==> src/stq_pkg.sv <==
package stq_pkg;

  localparam int addr_w = 32;
  localparam int data_w = 64;

  // 32 banks of 4 bytes
  localparam int bank_w = 5;

  // aligned store data spans three banks
  localparam int lane_w = 96;

  localparam int stq_depth = 8;
  localparam int stq_idx_w = $clog2(stq_depth);

  // queue pointers carry a wrap bit
  localparam int ptr_w = stq_idx_w + 1;

  typedef enum logic [1:0] {
    sz_byte  = 2'd0,
    sz_half  = 2'd1,
    sz_word  = 2'd2,
    sz_dword = 2'd3
  } size_e;

  typedef struct packed {
    logic              en;
    logic [addr_w-1:0] addr;
    size_e             size;
  } st_addr_t;

  typedef struct packed {
    logic                 en;
    logic [stq_idx_w-1:0] idx;
    logic [data_w-1:0]    data;
  } st_data_t;

  // one store leaving the queue
  typedef struct packed {
    logic              en;
    logic [addr_w-1:0] addr;
    size_e             size;
    logic [data_w-1:0] data;
  } drain_t;

  typedef struct packed {
    logic bus_holds;
    logic miss_holds;
    logic miss_pause;
    logic insert_data;
  } cache_hold_t;

  typedef struct packed {
    logic              en;
    logic [addr_w-1:0] addr;
    logic [bank_w-1:0] bank_bgn;
    logic [bank_w-1:0] bank_end;
    logic [3:0]        bgn_ben;
    logic [3:0]        end_ben;
    logic [lane_w-1:0] data;
  } st_req_t;

endpackage

==> src/ben_calc.sv <==
`timescale 1ns/1ps

module ben_calc import stq_pkg::*; (
  input  logic [addr_w-1:0] addr,
  input  size_e             size,
  output logic [bank_w-1:0] bank_bgn,
  output logic [bank_w-1:0] bank_end,
  output logic [3:0]        bgn_ben,
  output logic [3:0]        end_ben
);

  logic [1:0] offset;
  logic [3:0] len;
  logic [3:0] stop;
  logic [3:0] last;
  logic [3:0] tail_ben;

  assign offset = addr[1:0];
  assign len    = 4'd1 << size;

  // first byte past the access, and the last byte, from bank start
  assign stop = {2'b00, offset} + len;
  assign last = stop - 4'd1;

  assign bank_bgn = addr[bank_w+1:2];

  // wraps around the 32 banks
  assign bank_end = bank_bgn + bank_w'(last[3:2]);

  always_comb begin
    for (int b = 0; b < 4; b++) begin
      bgn_ben[b]  = (b >= offset) && (b < stop);
      tail_ben[b] = (b <= last[1:0]);
    end
  end

  // single bank access keeps the begin mask
  assign end_ben = (last[3:2] != 2'b00) ? tail_ben : bgn_ben;

endmodule

==> src/wdata_align.sv <==
`timescale 1ns/1ps

module wdata_align import stq_pkg::*; (
  input  logic [data_w-1:0] data,
  input  size_e             size,
  input  logic [1:0]        low,
  output logic [lane_w-1:0] lane_data
);

  logic [3:0]        len;
  logic [data_w-1:0] kept;

  assign len = 4'd1 << size;

  // zero bytes past the store length
  always_comb begin
    for (int b = 0; b < data_w / 8; b++) begin
      kept[b*8 +: 8] = (b < len) ? data[b*8 +: 8] : 8'h00;
    end
  end

  // byte 0 of the store lands on lane low
  assign lane_data = lane_w'(kept) << {low, 3'b000};

endmodule

==> src/wreq_stage.sv <==
`timescale 1ns/1ps

module wreq_stage import stq_pkg::*; (
  input  logic        clk,
  input  logic        rst,
  input  drain_t      drain,
  input  cache_hold_t hold,
  output logic        drain_ready,
  output st_req_t     st_req
);

  logic              en_q;
  logic [addr_w-1:0] addr_q;
  size_e             size_q;
  logic [data_w-1:0] data_q;
  logic              accept;
  logic [bank_w-1:0] bank_bgn;
  logic [bank_w-1:0] bank_end;
  logic [3:0]        bgn_ben;
  logic [3:0]        end_ben;
  logic [lane_w-1:0] lane_data;

  // any cache hold blocks the stage
  assign drain_ready = !(hold.bus_holds || hold.miss_holds ||
                         hold.miss_pause || hold.insert_data);
  assign accept = drain.en && drain_ready;

  always_ff @(posedge clk) begin
    if (rst) begin
      en_q <= 1'b0;
    end else begin
      en_q <= accept;
    end
  end

  // payload stays put while held
  always_ff @(posedge clk) begin
    if (accept) begin
      addr_q <= drain.addr;
      size_q <= drain.size;
      data_q <= drain.data;
    end
  end

  ben_calc i_ben_calc (
    .addr     (addr_q),
    .size     (size_q),
    .bank_bgn (bank_bgn),
    .bank_end (bank_end),
    .bgn_ben  (bgn_ben),
    .end_ben  (end_ben)
  );

  wdata_align i_wdata_align (
    .data      (data_q),
    .size      (size_q),
    .low       (addr_q[1:0]),
    .lane_data (lane_data)
  );

  assign st_req = '{
    en:       en_q,
    addr:     addr_q,
    bank_bgn: bank_bgn,
    bank_end: bank_end,
    bgn_ben:  bgn_ben,
    end_ben:  end_ben,
    data:     lane_data
  };

endmodule

==> src/store_queue.sv <==
`timescale 1ns/1ps

module store_queue import stq_pkg::*; (
  input  logic                 clk,
  input  logic                 rst,
  input  st_addr_t             st_addr,
  input  st_data_t             st_data,
  input  logic                 commit,
  input  logic                 except,
  input  logic                 drain_ready,
  output drain_t               drain,
  output logic [stq_idx_w-1:0] alloc_idx,
  output logic                 stq_full
);

  // head <= cmt <= tail, in queue order
  logic [ptr_w-1:0]     head_q;
  logic [ptr_w-1:0]     cmt_q;
  logic [ptr_w-1:0]     tail_q;
  logic [ptr_w-1:0]     cmt_nxt;
  logic [ptr_w-1:0]     used;
  logic [ptr_w-1:0]     uncmt;
  logic [stq_idx_w-1:0] head_idx;
  logic [stq_depth-1:0] dvalid_q;
  logic [stq_depth-1:0] discard;
  logic                 drain_en;
  logic                 do_commit;
  logic                 do_alloc;
  logic                 do_pop;

  logic [addr_w-1:0] addr_mem [stq_depth];
  size_e             size_mem [stq_depth];
  logic [data_w-1:0] data_mem [stq_depth];

  assign used      = tail_q - head_q;
  assign stq_full  = (used == ptr_w'(stq_depth));
  assign alloc_idx = tail_q[stq_idx_w-1:0];
  assign head_idx  = head_q[stq_idx_w-1:0];

  // commit only moves over allocated entries
  assign do_commit = commit && (cmt_q != tail_q);
  assign cmt_nxt   = do_commit ? cmt_q + 1'b1 : cmt_q;
  assign uncmt     = tail_q - cmt_nxt;

  // a flush in the same cycle drops the new entry as well
  assign do_alloc = st_addr.en && !except && !stq_full;

  // head must be committed and hold its data
  assign drain_en = (head_q != cmt_q) && dvalid_q[head_idx];
  assign do_pop   = drain_en && drain_ready;

  assign drain = '{
    en:   drain_en,
    addr: addr_mem[head_idx],
    size: size_mem[head_idx],
    data: data_mem[head_idx]
  };

  // slots between the new commit pointer and the tail
  always_comb begin
    for (int i = 0; i < stq_depth; i++) begin
      discard[i] = except &&
        ({1'b0, stq_idx_w'(i) - cmt_nxt[stq_idx_w-1:0]} < uncmt);
    end
  end

  always_ff @(posedge clk) begin
    if (rst) begin
      head_q   <= '0;
      cmt_q    <= '0;
      tail_q   <= '0;
      dvalid_q <= '0;
    end else begin
      if (do_pop) begin
        head_q <= head_q + 1'b1;
      end
      cmt_q <= cmt_nxt;
      if (except) begin
        tail_q <= cmt_nxt;
      end else if (do_alloc) begin
        tail_q <= tail_q + 1'b1;
      end
      for (int i = 0; i < stq_depth; i++) begin
        if (do_pop && head_idx == stq_idx_w'(i)) begin
          dvalid_q[i] <= 1'b0;
        end
        if (st_data.en && st_data.idx == stq_idx_w'(i)) begin
          dvalid_q[i] <= 1'b1;
        end
        // flush wins over a data write to the same slot
        if (discard[i]) begin
          dvalid_q[i] <= 1'b0;
        end
      end
    end
  end

  always_ff @(posedge clk) begin
    if (do_alloc) begin
      addr_mem[alloc_idx] <= st_addr.addr;
      size_mem[alloc_idx] <= st_addr.size;
    end
    if (st_data.en) begin
      data_mem[st_data.idx] <= st_data.data;
    end
  end

endmodule

==> src/fun_stq.sv <==
`timescale 1ns/1ps

module fun_stq import stq_pkg::*; (
  input  logic                 clk,
  input  logic                 rst,
  input  st_addr_t             st_addr,
  input  st_data_t             st_data,
  input  logic                 commit,
  input  logic                 except,
  input  cache_hold_t          hold,
  output logic                 stq_full,
  output logic [stq_idx_w-1:0] alloc_idx,
  output st_req_t              st_req
);

  drain_t drain;
  logic   drain_ready;

  store_queue i_store_queue (
    .clk         (clk),
    .rst         (rst),
    .st_addr     (st_addr),
    .st_data     (st_data),
    .commit      (commit),
    .except      (except),
    .drain_ready (drain_ready),
    .drain       (drain),
    .alloc_idx   (alloc_idx),
    .stq_full    (stq_full)
  );

  // single write port into the cache
  wreq_stage i_wreq_stage (
    .clk         (clk),
    .rst         (rst),
    .drain       (drain),
    .hold        (hold),
    .drain_ready (drain_ready),
    .st_req      (st_req)
  );

endmodule

==> config.mk <==
export PLATFORM = sky130hd
export DESIGN_NAME = fun_stq
export DESIGN_NICKNAME = d
export VERILOG_FILES = /design/src/stq_pkg.sv /design/src/ben_calc.sv /design/src/wdata_align.sv /design/src/wreq_stage.sv /design/src/store_queue.sv /design/src/fun_stq.sv
export SDC_FILE = /design/constraint.sdc
export NUM_CORES = 1
export LEC_CHECK = 0
export ABC_CLOCK_PERIOD_IN_PS = 10460
export BUFFER_PORTS_ARGS = -buffer_cell sky130_fd_sc_hd__buf_2
export CORE_MARGIN = 1.5
export CORE_UTILIZATION = 35
export CTS_CLUSTER_SIZE = 14
export DETAILED_ROUTE_END_ITERATION = 7
export PLACE_DENSITY_LB_ADDON = 0.1
export SLEW_MARGIN = 10
export SYNTH_ARGS = -nofsm -noshare
export SYNTH_HDL_FRONTEND = slang
export SYNTH_SLANG_ARGS = --single-unit
==> constraint.sdc <==
create_clock -name clk -period 10.46 [get_ports clk]
set_input_delay 2.092 -clock clk [delete_from_list [all_inputs] [get_ports clk]]
set_output_delay 2.092 -clock clk [all_outputs]
set_load 0.01 [all_outputs]
==> run metrics <==
Post-Route WL 98,700 µm; PwrDens 189 nW/µm²; RR Startpoint i_store_queue.head_q[1]; status finished, final reports clean; CTS tree built; Fmax achieved 153 MHz; Synth top cells by count 882 x edfxtp_1, 337 x nand2_1, 198 x mux4_2, 84 x nor2_1, 67 x clkbuf_1; slowest stage delay, CP 0.60 ns; Setup Fix Bufs, Post-CTS 0; crit-path cells buf_4 > or2_2 > inv_1 > ha_1 > fa_1 > xnor2_1 > nand3_1 > xor2_1 > or2_1 > nor2_1 > a21oi_1 > buf_2; Leak 14.3 nW; CP max stage cell xor2_1; Final Cell Area 42,600 µm²; cts hold-fix bufs 0; final setup vio count 0; Worst setup endpoint st_req[97]; largest cells by area after synthesis edfxtp_1 73%, mux4_2 12%, nand2_1 3.5%; largest net degree at the start of global routing 103; Detail Route Antenna Nets 0; reg2reg path depth 9; Die W 325 µm; Relative slew margins 25.7%; Final WS setup 3.90 ns; critical path launch point type flop; Post-synth EDFFs 882; post-synth top area cell edfxtp_1; worst path bufs/invs 3; most numerous cell in the Yosys netlist edfxtp_1; Post-Place Setup Slack 4.55 ns; final net count 2,420; Seq cells post-synth 903; Yosys warning count 0; Hold Path Depth 2; estimated wirelength of the detail-placed design 57,700 µm; Die Height 325 µm; CTS Buf Count 97; number of placed cells counting well taps 3,565; first-pass GRT wire length 142,000 µm; Fin Setup TNS 0 ns; # Max-Cap Violations 0; full die area 106,000 µm²; router iterations before antenna repair 5; clk slew on worst S/H paths 0.06 ns; Vias/cell 5.10; Synth cell types 65; initial antenna violation count 34; Tightest Pin Transition 1.11 ns; io pins 262; Residual DRC 0; CTS root buf clkbuf_16; vias in the first global route 19,769; synthesized instance count 2,017; share of layout cells above drive strength 1 29.4%; Worst Skew 0.0326 ns; initial core utilization 35.2%; total track usage 18.6%; Final Max Slew Viols 0; Seq/Total Area, Yosys 74.0%; grt ovf 0; Top delay family on crit path XOR/XNOR gates; Setup crit end kind output port; RSZ-0062 raised after global routing no; core region area 103,000 µm²; Placed Area 39,200 µm²; WL/cell 26.3 µm; CP max FO 36; fin crit share 62.7%; R2R setup slack 5.71 ns; Critical Path Start i_wreq_stage.size_q[1]; Reg2Reg Capture Point i_store_queue.addr_mem[5][6]; port bufs 253; maximum VDD drop 0.121 mV; Hold Path Class flop to flop; DRT iter0 DRCs 1,601; ys flop type edfxtp_1; Row Count 118; Synth async-reset ratio 0%; maximum level of the CTS H-tree 3; Final Hold Slack 0.577 ns; post-synth top area share 72.8%; vias 19,163; WS Path Type flop to output port; synthesized cell area 36,400 µm²; CTS sink count 903; Non-Filler Instances 3,757; Syn-to-layout area delta 17.0%; Critical Path AT 4.47 ns; PostCTS Resize Cnt 0; CP Data Required Time 8.37 ns; Crit path depth 12; Skew-Pair Late Insertion Delay 0.68 ns; Period minus WS final 6.56 ns; Post-Syn Area per Cell 18.0 µm²; Final Hold Vio Count 0; CTS Buffer Depth 3; GP Congestion 0.787
metal layers:
layer | vias up | global-route usage (%) | routed length, µm
met5 | - | 0 | 164
met4 | 26 | 5.01 | 2120
met3 | 153 | 4.28 | 6200
met2 | 501 | 29.6 | 46700
met1 | 10048 | 25.6 | 43500
li1 | 8435 | - | -
worst min-delay path by stage:
stage               slack, ns                         to                       from
floorplan                0.53  i_store_queue.dvalid_q[3]  i_store_queue.dvalid_q[3]
global placement         0.57  i_store_queue.dvalid_q[3]  i_store_queue.dvalid_q[3]
detailed placement       0.57  i_store_queue.dvalid_q[5]  i_store_queue.dvalid_q[5]
CTS                      0.58  i_store_queue.dvalid_q[5]  i_store_queue.dvalid_q[5]
global route             0.62  i_store_queue.dvalid_q[5]  i_store_queue.dvalid_q[5]
finish                   0.58  i_store_queue.dvalid_q[5]  i_store_queue.dvalid_q[5]
logic make-up after synthesis:
kind of cell,Yosys count,synth area share [%]
compound gates,140,2.65
mux,248,13.7
simple gates,512,5.83
fa+ha+maj,29,1.03
flops,903,74.0
other cells,1,0.0103
buf+inv,149,1.85
xor+xnor,35,0.932
power by group:
group	switching, W	total [W]	internal, W
Combinational	0.000245	0.000392	0.000147
Sequential	0.0000351	0.00410	0.00407
Clock	0.00146	0.00357	0.00211
placed cells by master, fill, tap and decap left out, types with 16 or more instances in the layout:
cell type / count
clkinv_1: 19
clkbuf_16: 97
a211oi_1: 16
mux2i_1: 32
mux4_2: 198
mux2_2: 17
a21oi_1: 24
nand3_1: 29
nand2_1: 337
edfxtp_1: 882
buf_2: 253
buf_4: 36
clkinv_2: 27
dfxtp_1: 18
nor2_1: 73
bufinv_16: 16
o21ai_0: 38
xnor2_1: 18
ha_1: 23
area by class of cell:
| class | count | area [µm²] |
|---|---|---|
| multi-input combinational | 972 | 8920 |
| fill | 9475 | 60800 |
| inverter | 20 | 81.3 |
| tap | 1380 | 1730 |
| antenna | 10 | 25.0 |
| clock buffer | 108 | 2470 |
| sequential | 903 | 26900 |
| clock inverter | 74 | 868 |
| timing repair buffer | 290 | 1560 |
sequential cells by signal (all words and copies together) (netlist names):
| signal | cells |
|---|---|
| i_store_queue.head_q | 4 |
| i_wreq_stage.en_q | 1 |
| i_store_queue.tail_q | 4 |
| i_wreq_stage.data_q | 64 |
| i_store_queue.cmt_q | 4 |
| i_store_queue.data_mem | 512 |
| i_store_queue.addr_mem | 256 |
| i_wreq_stage.addr_q | 32 |
| i_wreq_stage.size_q | 2 |
| i_store_queue.size_mem | 16 |
| i_store_queue.dvalid_q | 8 |
through the flow:
stage | total power, W | utilization [%]
6_report | 0.00806 | 41.2
5_1_grt | 0.00833 | 41.2
4_1_cts | 0.00816 | 41.2
3_5_place_dp | 0.00458 | 37.9
3_3_place_gp | 0.00456 | 37.9
2_1_floorplan | 0.00444 | -
worst min-delay path: cells and delay by family, from the launching register on:
| family | cells | cell delay [ns] |
|---|---|---|
| flops | 1 | 0.31 |
| compound gates | 2 | 0.22 |
(Power assumes the default switching activity.)
